## src/hw/fb_defs.svh

```systemverilog
// ================================================
// Framebuffer clear constants: stream widths,
// command opcodes and register indices
// ================================================
`ifndef FB_DEFS_SVH
`define FB_DEFS_SVH

// Stream and pixel widths
`define FB_CMD_WIDTH            16
`define FB_POS_WIDTH            11
`define FB_PIXELS_PER_BEAT      2
`define FB_BEAT_WIDTH           32
`define FB_SUB_PIXEL_WIDTH      6

// Opcodes in header bits 15:12
`define FB_OP_REG               4'd0
`define FB_OP_CLEAR             4'd1
`define FB_OP_COMMIT            4'd2

// Register indices in header bits 3:0
`define FB_REG_X_RES            4'd0
`define FB_REG_Y_RES            4'd1
`define FB_REG_SCISSOR_EN       4'd2
`define FB_REG_SCISSOR_START_X  4'd3
`define FB_REG_SCISSOR_START_Y  4'd4
`define FB_REG_SCISSOR_END_X    4'd5
`define FB_REG_SCISSOR_END_Y    4'd6
`define FB_REG_CLEAR_RG         4'd7
`define FB_REG_CLEAR_B          4'd8
`define FB_REG_CLEAR_DEPTH      4'd9

`endif

```

## src/hw/fb_pkg.sv

```systemverilog
// ================================================
// Framebuffer types: screen coordinate, RGB565
// pixel, depth value and command opcode
// ================================================
`include "fb_defs.svh"

package fb_pkg;

    // Unsigned screen coordinate
    typedef logic [`FB_POS_WIDTH-1:0] screen_pos_t;

    // Stream colour format, red in the upper bits
    typedef struct packed {
        logic [4:0] r;
        logic [5:0] g;
        logic [4:0] b;
    } rgb565_t;

    typedef logic [15:0] depth_t;

    // Command opcodes
    typedef enum logic [3:0] {
        OP_REG    = `FB_OP_REG,
        OP_CLEAR  = `FB_OP_CLEAR,
        OP_COMMIT = `FB_OP_COMMIT
    } fb_op_t;

endpackage

```

## src/hw/fb_cmd_decode.sv

```systemverilog
// ================================================
// Command decoder: register file, clear start and
// commit/swap handshake
// ================================================
`timescale 1ns/100ps
`include "fb_defs.svh"

module fb_cmd_decode (
    input  logic                      aclk,
    input  logic                      rst_n,

    input  logic                      cmd_tvalid,
    output logic                      cmd_tready,
    input  logic [`FB_CMD_WIDTH-1:0]  cmd_tdata,

    input  logic                      color_busy,
    input  logic                      depth_busy,
    input  logic                      fb_swapped,

    output logic                      color_start,
    output logic                      depth_start,
    output logic                      swap_fb,

    output fb_pkg::screen_pos_t       x_res,
    output fb_pkg::screen_pos_t       y_res,
    output fb_pkg::screen_pos_t       scissor_start_x,
    output fb_pkg::screen_pos_t       scissor_start_y,
    output fb_pkg::screen_pos_t       scissor_end_x,
    output fb_pkg::screen_pos_t       scissor_end_y,
    output logic                      scissor_en,

    output fb_pkg::rgb565_t           clear_color,
    output fb_pkg::depth_t            clear_depth
);
    import fb_pkg::*;

    localparam int SPW = `FB_SUB_PIXEL_WIDTH;

    typedef enum logic [1:0] {
        ST_HEADER,
        ST_PAYLOAD,
        ST_WAIT_SWAP
    } state_t;

    state_t             state;
    state_t             state_nxt;
    fb_op_t             op;
    logic [3:0]         reg_idx;
    logic               cmd_fire;
    logic               header_fire;
    logic               clear_fire;
    logic               ready_nxt;
    logic [SPW-1:0]     clear_r;
    logic [SPW-1:0]     clear_g;
    logic [SPW-1:0]     clear_b;

    assign op          = fb_op_t'(cmd_tdata[15:12]);
    assign cmd_fire    = cmd_tvalid && cmd_tready;
    assign header_fire = cmd_fire && (state == ST_HEADER);
    assign clear_fire  = header_fire && (op == OP_CLEAR);

    always_comb
    begin
        state_nxt = state;
        case (state)
            ST_HEADER:
            begin
                if (header_fire && (op == OP_REG))
                    state_nxt = ST_PAYLOAD;
                else if (header_fire && (op == OP_COMMIT))
                    state_nxt = ST_WAIT_SWAP;
            end
            ST_PAYLOAD:
            begin
                if (cmd_fire)
                    state_nxt = ST_HEADER;
            end
            ST_WAIT_SWAP:
            begin
                // The display side acknowledges after the pulse has gone
                if (fb_swapped && !swap_fb)
                    state_nxt = ST_HEADER;
            end
            default:
                state_nxt = ST_HEADER;
        endcase
    end

    // Stall the command stream while a clear is starting or running
    assign ready_nxt = (state_nxt != ST_WAIT_SWAP) && !clear_fire
                       && !color_start && !depth_start
                       && !color_busy && !depth_busy;

    always_ff @(posedge aclk or negedge rst_n)
    begin
        if (!rst_n)
        begin
            state       <= ST_HEADER;
            cmd_tready  <= 1'b0;
            color_start <= 1'b0;
            depth_start <= 1'b0;
            swap_fb     <= 1'b0;
            reg_idx     <= '0;
        end
        else
        begin
            state       <= state_nxt;
            cmd_tready  <= ready_nxt;
            color_start <= clear_fire && cmd_tdata[0];
            depth_start <= clear_fire && cmd_tdata[1];
            swap_fb     <= header_fire && (op == OP_COMMIT);
            if (header_fire)
                reg_idx <= cmd_tdata[3:0];
        end
    end

    // Register file
    always_ff @(posedge aclk or negedge rst_n)
    begin
        if (!rst_n)
        begin
            x_res           <= '0;
            y_res           <= '0;
            scissor_en      <= 1'b0;
            scissor_start_x <= '0;
            scissor_start_y <= '0;
            scissor_end_x   <= '0;
            scissor_end_y   <= '0;
            clear_r         <= '0;
            clear_g         <= '0;
            clear_b         <= '0;
            clear_depth     <= '0;
        end
        else if (cmd_fire && (state == ST_PAYLOAD))
        begin
            case (reg_idx)
                `FB_REG_X_RES:           x_res           <= cmd_tdata[`FB_POS_WIDTH-1:0];
                `FB_REG_Y_RES:           y_res           <= cmd_tdata[`FB_POS_WIDTH-1:0];
                `FB_REG_SCISSOR_EN:      scissor_en      <= cmd_tdata[0];
                `FB_REG_SCISSOR_START_X: scissor_start_x <= cmd_tdata[`FB_POS_WIDTH-1:0];
                `FB_REG_SCISSOR_START_Y: scissor_start_y <= cmd_tdata[`FB_POS_WIDTH-1:0];
                `FB_REG_SCISSOR_END_X:   scissor_end_x   <= cmd_tdata[`FB_POS_WIDTH-1:0];
                `FB_REG_SCISSOR_END_Y:   scissor_end_y   <= cmd_tdata[`FB_POS_WIDTH-1:0];
                `FB_REG_CLEAR_RG:
                begin
                    clear_r <= cmd_tdata[2*SPW-1:SPW];
                    clear_g <= cmd_tdata[SPW-1:0];
                end
                `FB_REG_CLEAR_B:         clear_b         <= cmd_tdata[SPW-1:0];
                `FB_REG_CLEAR_DEPTH:     clear_depth     <= cmd_tdata;
                default:
                begin
                end
            endcase
        end
    end

    // 6 bit internal colour to RGB565, dropping the red and blue LSB
    assign clear_color.r = clear_r[SPW-1 -: 5];
    assign clear_color.g = clear_g;
    assign clear_color.b = clear_b[SPW-1 -: 5];

    a_swap_single_pulse: assert property (
        @(posedge aclk) disable iff (!rst_n)
        swap_fb |=> !swap_fb
    );

endmodule

```

## src/hw/fb_clear_walker.sv

```systemverilog
// ================================================
// Frame walker: one clear pixel per accepted
// cycle with its scissor strobe
// ================================================
`timescale 1ns/100ps
`include "fb_defs.svh"

module fb_clear_walker #(
    parameter type pixel_t = logic [`FB_BEAT_WIDTH/`FB_PIXELS_PER_BEAT-1:0]
) (
    input  logic                 aclk,
    input  logic                 rst_n,

    input  logic                 start,
    output logic                 busy,

    input  fb_pkg::screen_pos_t  x_res,
    input  fb_pkg::screen_pos_t  y_res,
    input  fb_pkg::screen_pos_t  scissor_start_x,
    input  fb_pkg::screen_pos_t  scissor_start_y,
    input  fb_pkg::screen_pos_t  scissor_end_x,
    input  fb_pkg::screen_pos_t  scissor_end_y,
    input  logic                 scissor_en,
    input  pixel_t               clear_value,

    output logic                 px_valid,
    input  logic                 px_ready,
    output pixel_t               px_data,
    output logic                 px_strb,
    output logic                 px_last
);
    import fb_pkg::*;

    screen_pos_t  x;
    screen_pos_t  y;
    screen_pos_t  x_end;
    screen_pos_t  y_end;
    logic         in_x;
    logic         in_y;
    logic         px_fire;

    assign x_end   = x_res - screen_pos_t'(1);
    assign y_end   = y_res - screen_pos_t'(1);
    assign px_fire = px_valid && px_ready;

    always_ff @(posedge aclk or negedge rst_n)
    begin
        if (!rst_n)
        begin
            busy <= 1'b0;
            x    <= '0;
            y    <= '0;
        end
        else if (start)
        begin
            busy <= 1'b1;
            x    <= '0;
            y    <= '0;
        end
        else if (px_fire)
        begin
            if (px_last)
                busy <= 1'b0;
            // Row major, wrap x at the end of each line
            if (x == x_end)
            begin
                x <= '0;
                y <= y + screen_pos_t'(1);
            end
            else
            begin
                x <= x + screen_pos_t'(1);
            end
        end
    end

    // Scissor rectangle is inclusive at start, exclusive at end
    assign in_x = (x >= scissor_start_x) && (x < scissor_end_x);
    assign in_y = (y >= scissor_start_y) && (y < scissor_end_y);

    assign px_valid = busy;
    assign px_data  = clear_value;
    assign px_strb  = !scissor_en || (in_x && in_y);
    assign px_last  = (x == x_end) && (y == y_end);

    a_no_start_while_busy: assert property (
        @(posedge aclk) disable iff (!rst_n)
        start |-> !busy
    );

endmodule

```

## src/hw/fb_beat_packer.sv

```systemverilog
// ================================================
// Beat packer: pixel pairs into 32 bit stream
// beats with per pixel strobes and tlast
// ================================================
`timescale 1ns/100ps
`include "fb_defs.svh"

module fb_beat_packer #(
    parameter type pixel_t = logic [`FB_BEAT_WIDTH/`FB_PIXELS_PER_BEAT-1:0]
) (
    input  logic                              aclk,
    input  logic                              rst_n,

    input  logic                              px_valid,
    output logic                              px_ready,
    input  pixel_t                            px_data,
    input  logic                              px_strb,
    input  logic                              px_last,

    output logic                              tvalid,
    input  logic                              tready,
    output logic [`FB_BEAT_WIDTH-1:0]         tdata,
    output logic [`FB_PIXELS_PER_BEAT-1:0]    tstrb,
    output logic                              tlast
);

    logic    half_valid;
    pixel_t  half_data;
    logic    half_strb;
    logic    px_fire;
    logic    beat_load;

    // Second pixel of a pair needs room in the output register
    assign px_ready  = !half_valid || !tvalid || tready;
    assign px_fire   = px_valid && px_ready;
    assign beat_load = px_fire && half_valid;

    always_ff @(posedge aclk or negedge rst_n)
    begin
        if (!rst_n)
        begin
            half_valid <= 1'b0;
            tvalid     <= 1'b0;
        end
        else
        begin
            if (px_fire)
                half_valid <= !half_valid;
            if (beat_load)
                tvalid <= 1'b1;
            else if (tready)
                tvalid <= 1'b0;
        end
    end

    always_ff @(posedge aclk)
    begin
        if (px_fire && !half_valid)
        begin
            half_data <= px_data;
            half_strb <= px_strb;
        end
        // First pixel of the pair lands in the low half
        if (beat_load)
        begin
            tdata <= {px_data, half_data};
            tstrb <= {px_strb, half_strb};
            tlast <= px_last;
        end
    end

    a_beat_stable: assert property (
        @(posedge aclk) disable iff (!rst_n)
        tvalid && !tready |=> tvalid && $stable(tdata) && $stable(tstrb) && $stable(tlast)
    );

    a_last_on_second_pixel: assert property (
        @(posedge aclk) disable iff (!rst_n)
        px_fire && !half_valid |-> !px_last
    );

endmodule

```

## src/hw/fb_clear_top.sv

```systemverilog
// ================================================
// Framebuffer clear top: decoder, colour and
// depth walkers and beat packers
// ================================================
`timescale 1ns/100ps
`include "fb_defs.svh"

module fb_clear_top (
    input  logic                              aclk,
    input  logic                              rst_n,

    input  logic                              cmd_tvalid,
    output logic                              cmd_tready,
    input  logic [`FB_CMD_WIDTH-1:0]          cmd_tdata,

    output logic                              color_tvalid,
    input  logic                              color_tready,
    output logic [`FB_BEAT_WIDTH-1:0]         color_tdata,
    output logic [`FB_PIXELS_PER_BEAT-1:0]    color_tstrb,
    output logic                              color_tlast,

    output logic                              depth_tvalid,
    input  logic                              depth_tready,
    output logic [`FB_BEAT_WIDTH-1:0]         depth_tdata,
    output logic [`FB_PIXELS_PER_BEAT-1:0]    depth_tstrb,
    output logic                              depth_tlast,

    output logic                              swap_fb,
    input  logic                              fb_swapped
);
    import fb_pkg::*;

    screen_pos_t  x_res;
    screen_pos_t  y_res;
    screen_pos_t  scissor_start_x;
    screen_pos_t  scissor_start_y;
    screen_pos_t  scissor_end_x;
    screen_pos_t  scissor_end_y;
    logic         scissor_en;
    rgb565_t      clear_color;
    depth_t       clear_depth;

    logic         color_start;
    logic         color_busy;
    logic         depth_start;
    logic         depth_busy;

    // Walker to packer pixel streams
    logic         color_px_valid;
    logic         color_px_ready;
    rgb565_t      color_px_data;
    logic         color_px_strb;
    logic         color_px_last;
    logic         depth_px_valid;
    logic         depth_px_ready;
    depth_t       depth_px_data;
    logic         depth_px_strb;
    logic         depth_px_last;

    fb_cmd_decode cmd_decode_i (
        .aclk            (aclk),
        .rst_n           (rst_n),
        .cmd_tvalid      (cmd_tvalid),
        .cmd_tready      (cmd_tready),
        .cmd_tdata       (cmd_tdata),
        .color_busy      (color_busy),
        .depth_busy      (depth_busy),
        .fb_swapped      (fb_swapped),
        .color_start     (color_start),
        .depth_start     (depth_start),
        .swap_fb         (swap_fb),
        .x_res           (x_res),
        .y_res           (y_res),
        .scissor_start_x (scissor_start_x),
        .scissor_start_y (scissor_start_y),
        .scissor_end_x   (scissor_end_x),
        .scissor_end_y   (scissor_end_y),
        .scissor_en      (scissor_en),
        .clear_color     (clear_color),
        .clear_depth     (clear_depth)
    );

    fb_clear_walker #(
        .pixel_t (rgb565_t)
    ) color_walker_i (
        .aclk            (aclk),
        .rst_n           (rst_n),
        .start           (color_start),
        .busy            (color_busy),
        .x_res           (x_res),
        .y_res           (y_res),
        .scissor_start_x (scissor_start_x),
        .scissor_start_y (scissor_start_y),
        .scissor_end_x   (scissor_end_x),
        .scissor_end_y   (scissor_end_y),
        .scissor_en      (scissor_en),
        .clear_value     (clear_color),
        .px_valid        (color_px_valid),
        .px_ready        (color_px_ready),
        .px_data         (color_px_data),
        .px_strb         (color_px_strb),
        .px_last         (color_px_last)
    );

    fb_clear_walker #(
        .pixel_t (depth_t)
    ) depth_walker_i (
        .aclk            (aclk),
        .rst_n           (rst_n),
        .start           (depth_start),
        .busy            (depth_busy),
        .x_res           (x_res),
        .y_res           (y_res),
        .scissor_start_x (scissor_start_x),
        .scissor_start_y (scissor_start_y),
        .scissor_end_x   (scissor_end_x),
        .scissor_end_y   (scissor_end_y),
        .scissor_en      (scissor_en),
        .clear_value     (clear_depth),
        .px_valid        (depth_px_valid),
        .px_ready        (depth_px_ready),
        .px_data         (depth_px_data),
        .px_strb         (depth_px_strb),
        .px_last         (depth_px_last)
    );

    fb_beat_packer #(
        .pixel_t (rgb565_t)
    ) color_packer_i (
        .aclk     (aclk),
        .rst_n    (rst_n),
        .px_valid (color_px_valid),
        .px_ready (color_px_ready),
        .px_data  (color_px_data),
        .px_strb  (color_px_strb),
        .px_last  (color_px_last),
        .tvalid   (color_tvalid),
        .tready   (color_tready),
        .tdata    (color_tdata),
        .tstrb    (color_tstrb),
        .tlast    (color_tlast)
    );

    fb_beat_packer #(
        .pixel_t (depth_t)
    ) depth_packer_i (
        .aclk     (aclk),
        .rst_n    (rst_n),
        .px_valid (depth_px_valid),
        .px_ready (depth_px_ready),
        .px_data  (depth_px_data),
        .px_strb  (depth_px_strb),
        .px_last  (depth_px_last),
        .tvalid   (depth_tvalid),
        .tready   (depth_tready),
        .tdata    (depth_tdata),
        .tstrb    (depth_tstrb),
        .tlast    (depth_tlast)
    );

endmodule

```

## config.mk

```make
export PLATFORM = sky130hd
export DESIGN_NAME = fb_clear_top
export DESIGN_NICKNAME = d
export VERILOG_FILES = /design/src/hw/fb_pkg.sv /design/src/hw/fb_cmd_decode.sv /design/src/hw/fb_clear_walker.sv /design/src/hw/fb_beat_packer.sv /design/src/hw/fb_clear_top.sv
export VERILOG_INCLUDE_DIRS = /design/src /design/src/hw
export SDC_FILE = /design/constraint.sdc
export NUM_CORES = 1
export LEC_CHECK = 0
export ABC_AREA = 1
export BUFFER_PORTS_ARGS = -buffer_cell sky130_fd_sc_hd__buf_4
export CAP_MARGIN = 20
export CORE_MARGIN = 2
export CORE_UTILIZATION = 55
export CTS_CLUSTER_DIAMETER = 40
export DETAILED_ROUTE_END_ITERATION = 7
export GPL_TIMING_DRIVEN = 0
export PLACE_DENSITY = 0.74
export SKIP_LAST_GASP = 1
export SYNTH_ARGS = -nofsm -noshare
export SYNTH_HDL_FRONTEND = slang
export SYNTH_SLANG_ARGS = --single-unit
```

## constraint.sdc

```tcl
create_clock -name aclk -period 1.93 [get_ports aclk]
set_input_delay 0.0965 -clock aclk [delete_from_list [all_inputs] [get_ports aclk]]
set_output_delay 0.0965 -clock aclk [all_outputs]
set_load 0.03 [all_outputs]
```

==> results.cfg <==
[critical_path]
setup.worst_path.end_class = register
critPathArrivalTime_ns = 2.62
path_class = register to register
start_kind = register
critical_path.max_stage_delay_ns = 0.37
reg2reg_slack_ns = -0.30
cp_max_fo = 6
cpMaxStageDelayCell = dfrtp_2
rr_worst_depth = 17
cp.required_ns = 2.32
crit_chain = inv_2, ha_4, inv_2, nand2_4, nand3_1, nand2_2, nor2_2, nand2_1, nor2_1, nand2_1, nor2_2, nand3_2, nand2_4, nand2_8, clkbuf_16, nand2_2, o21ai_2
r2r-start = cmd_decode_i.x_res[0]
timing.rr.end = color_walker_i.y[3]
startpoint = cmd_decode_i.x_res[0]
endpoint = color_walker_i.y[3]

[logic_synthesis]
post_synth_num_cell_types = 37
synth_top_area_share_pct = 29.91
avgSynthCellArea_um2 = 9.237
yosys-top-cells-area = dfrtp_1 (30%), edfxtp_1 (23%), nand2_1 (10%), ha_1 (8.5%), o21ai_0 (4.8%)
muxShareOfSynthArea_pct = 0.1693
ys_seq_elements = 263
synthSimpleGateAreaFrac_pct = 22.18
syn_nets = 1552
synth_top_family_by_area = simple AND/OR/NAND/NOR gates
synth_edf_count = 104
synthXorXnorAreaFrac_pct = 2.305
synthCells = 1440
synth-async-reset-ratio_pct = 60.46
netlist_area_um2 = 13300
yosysWarnings = 0
yosysTopAreaCell = dfrtp_1
synth_fa_ha_area_share_pct = 8.466
yosysMostFrequentCell = nand2_1
ys_seq_area_share_pct = 53.39
ys.flop_type = dfrtp_1
synth_compound_area_share_pct = 8.174
yosys-top-cells-count = nand2_1 (363), dfrtp_1 (159), inv_1 (151)

[power_and_ir_drop]
swShare_pct = 29.41
p_seq_share_pct = 41.5
power.switching_mw = 4.907
clock_power_share_pct = 39.8
power-per-cell-area_nw_per_um2 = 967.7
internal_power_mw = 11.78
p_leak_nw = 7.792
peakVddDrop_uv = 1039
power.total_mw = 16.68
combPwrFrac_pct = 18.7

[timing]
final_hold_viol_count = 0
fin_tns_setup_ns = -9.495
setup_ws_ns = -0.3023
slew_headroom_pct = 37.02
setup_viol = 52
fin_crit_sh_pct = 115.7
min_period_ns = 2.232
clock_skew_ns = 0.04389
rsz0062_at_grt = true
timing.hold.ws_ns = 0.02226
drv_slew = 0
worst_slew_pin_slew_ns = 0.9412
max_freq_ghz = 0.4480

[layout]
finalNonFillerCells = 2004
diodes = 0
fill_cells = 1637
area_growth_pct = 29.62
post-route-util_pct = 73.02
final_nets = 1770
drive_gt1_share_pct = 26.35
final_area_um2 = 17240

[place]
dp.cells = 1857
place_area_um2 = 14500
dp_slack_ns = -0.4939
gp_congestion = 0.9154
dp_hpwl_mm = 24.70
io_buffers = 95

[grt]
gr-total-overflow = 0
antenna_found_initial = 1
grt_max_degree = 96
grt_pass1_wl_mm = 57.50
grt_pass1_vias = 10663
grtUsageTotal_pct = 28.81

[floorplanning]
num_rows = 56
pin_count = 96
core_area_um2 = 23610
die_w_um = 159.5
start_util_pct = 56.33
dieHeight_um = 159.5
die-area_um2 = 25450

[route]
antenna_left = 0
num_vias = 11303
drt-initial-drc-count = 903
drt-total-wl_mm = 37.74
wl_per_cell_um = 18.83
drc = 0
vias_per_cell = 5.640
firstDrtPassIters = 5

[status]
violations = negative setup slack
outcome = finished, violations left

[cts]
clock_path_buffers = 3
root_buffer = clkbuf_16
clkSinkCount = 263
path_clk_slew_ns = 0.06
ctsHtreeMaxLevel = 2
cts-buffers-inserted = 36
tritoncts = done
clock_latency_ns = 0.54

[hold_path]
hp-class = input port to register

[flow_run]
maxCapViolCount = 0
## routing by layer
layer  wire length (um)  up-vias  track usage (%)
met4               1652        0            11.07
li1                   -     5316                -
met5                  0        -                0
met2              18100      445            48.17
met3               2466      114            4.324
met1              15520     5428            38.13
## cells by family after synthesis
| group | after synthesis |
|---|---|
| buffers and inverters | 179 |
| adders and majority gates | 90 |
| muxes | 2 |
| and+or+nand+nor | 669 |
| xor gates and xnor gates | 35 |
| AOI/OAI and AO/OA | 202 |
| DFF | 263 |
## placed cells by master (no fill, tap or decap), types with 9 or more instances in the layout
cell type	netlist	layout
nor2_4	3	9
xor2_1	32	32
edfxtp_1	104	104
nand4_1	30	30
nand2_4	5	16
clkbuf_1	19	23
clkinvlp_4	0	10
dlygate4sd3_1	0	11
buf_4	0	145
ha_1	90	77
nand2_2	7	32
o21ai_0	128	116
o21ai_2	11	18
inv_2	2	15
buf_6	4	13
a21oi_1	53	43
nand2_1	363	325
ha_4	0	13
nor3_1	23	18
dfrtp_1	159	127
dfrtp_2	0	32
nand3_2	4	15
nand3_1	113	96
nor2_2	3	21
nor2_1	97	73
inv_1	151	135
clkbuf_16	0	38
a21oi_2	0	9
## power by group through the flow
stage	clock network (mW)	logic, mW	registers [mW]
floorplan	0	0.952	7.56
global placement	0	2.46	7.01
detailed placement	0	2.56	7.03
CTS	6.69	2.80	6.92
global route	6.97	3.36	6.98
finish	6.64	3.12	6.92
## final cells by class
class                           count  area, um^2  area share [%]
Sequential cell                   263        7142           41.42
Multi-Input combinational cell    998        6183           35.86
Timing Repair Buffer              178        1553           9.006
Clock buffer                       46       989.7           5.740
Inverter                          154       589.3           3.418
Tap cell                          319       399.1           2.315
Clock inverter                     19       226.5           1.313
Buffer                             25       143.9          0.8345
Timing Repair inverter              2       15.01         0.08708
## worst max-delay path: cells and delay by family (launching register included)
family | cells | cell delay, ns
adder cells (fa/ha/maj) | 1 | 0.18
buffers and inverters | 3 | 0.32
flip-flops | 1 | 0.37
AO/OA/AOI/OAI | 1 | 0.06
AND/OR/NAND/NOR | 12 | 1.16
## how the worst min path moves through the flow
stage	from	endpoint	slack, ns	cells past startpoint
finish	fb_swapped	cmd_decode_i.state[1]	0.02	3
global route	fb_swapped	cmd_decode_i.state[1]	0.02	3
CTS	fb_swapped	cmd_decode_i.state[1]	0.009	3
detailed placement	rst_n	depth_walker_i.x[0]	0.08	1
global placement	depth_tready	depth_packer_i.tvalid	0.29	2
floorplan	rst_n	cmd_decode_i.clear_b[1]	-0.20	0
## registers in the layout, summed over array words and instances (netlist names), 2 cells and up
signal	flops
cmd_decode_i.reg_idx	4
cmd_decode_i.clear_b	5
depth_walker_i.y	11
depth_packer_i.tdata	32
color_walker_i.y	11
color_packer_i.half_data	16
cmd_decode_i.scissor_end_y	11
cmd_decode_i.state	2
cmd_decode_i.clear_depth	16
color_walker_i.x	11
cmd_decode_i.clear_g	6
cmd_decode_i.scissor_start_x	11
cmd_decode_i.y_res	11
depth_packer_i.tstrb	2
cmd_decode_i.scissor_start_y	11
color_packer_i.tstrb	2
cmd_decode_i.scissor_end_x	11
depth_packer_i.half_data	16
cmd_decode_i.x_res	11
depth_walker_i.x	11
color_packer_i.tdata	32
cmd_decode_i.clear_r	5
## repair_timing
item / CTS / global route
buffers inserted: 28 / 39
pin swaps: 19 / 47
hold buffers: 11 / 0
setup endpoints to repair: 171 / 178
gates cloned: 5 / 1
resized for setup: 89 / 137
endpoints found under the hold margin: 80 / 0
Note: power is estimated with default switching activity, not from simulation.
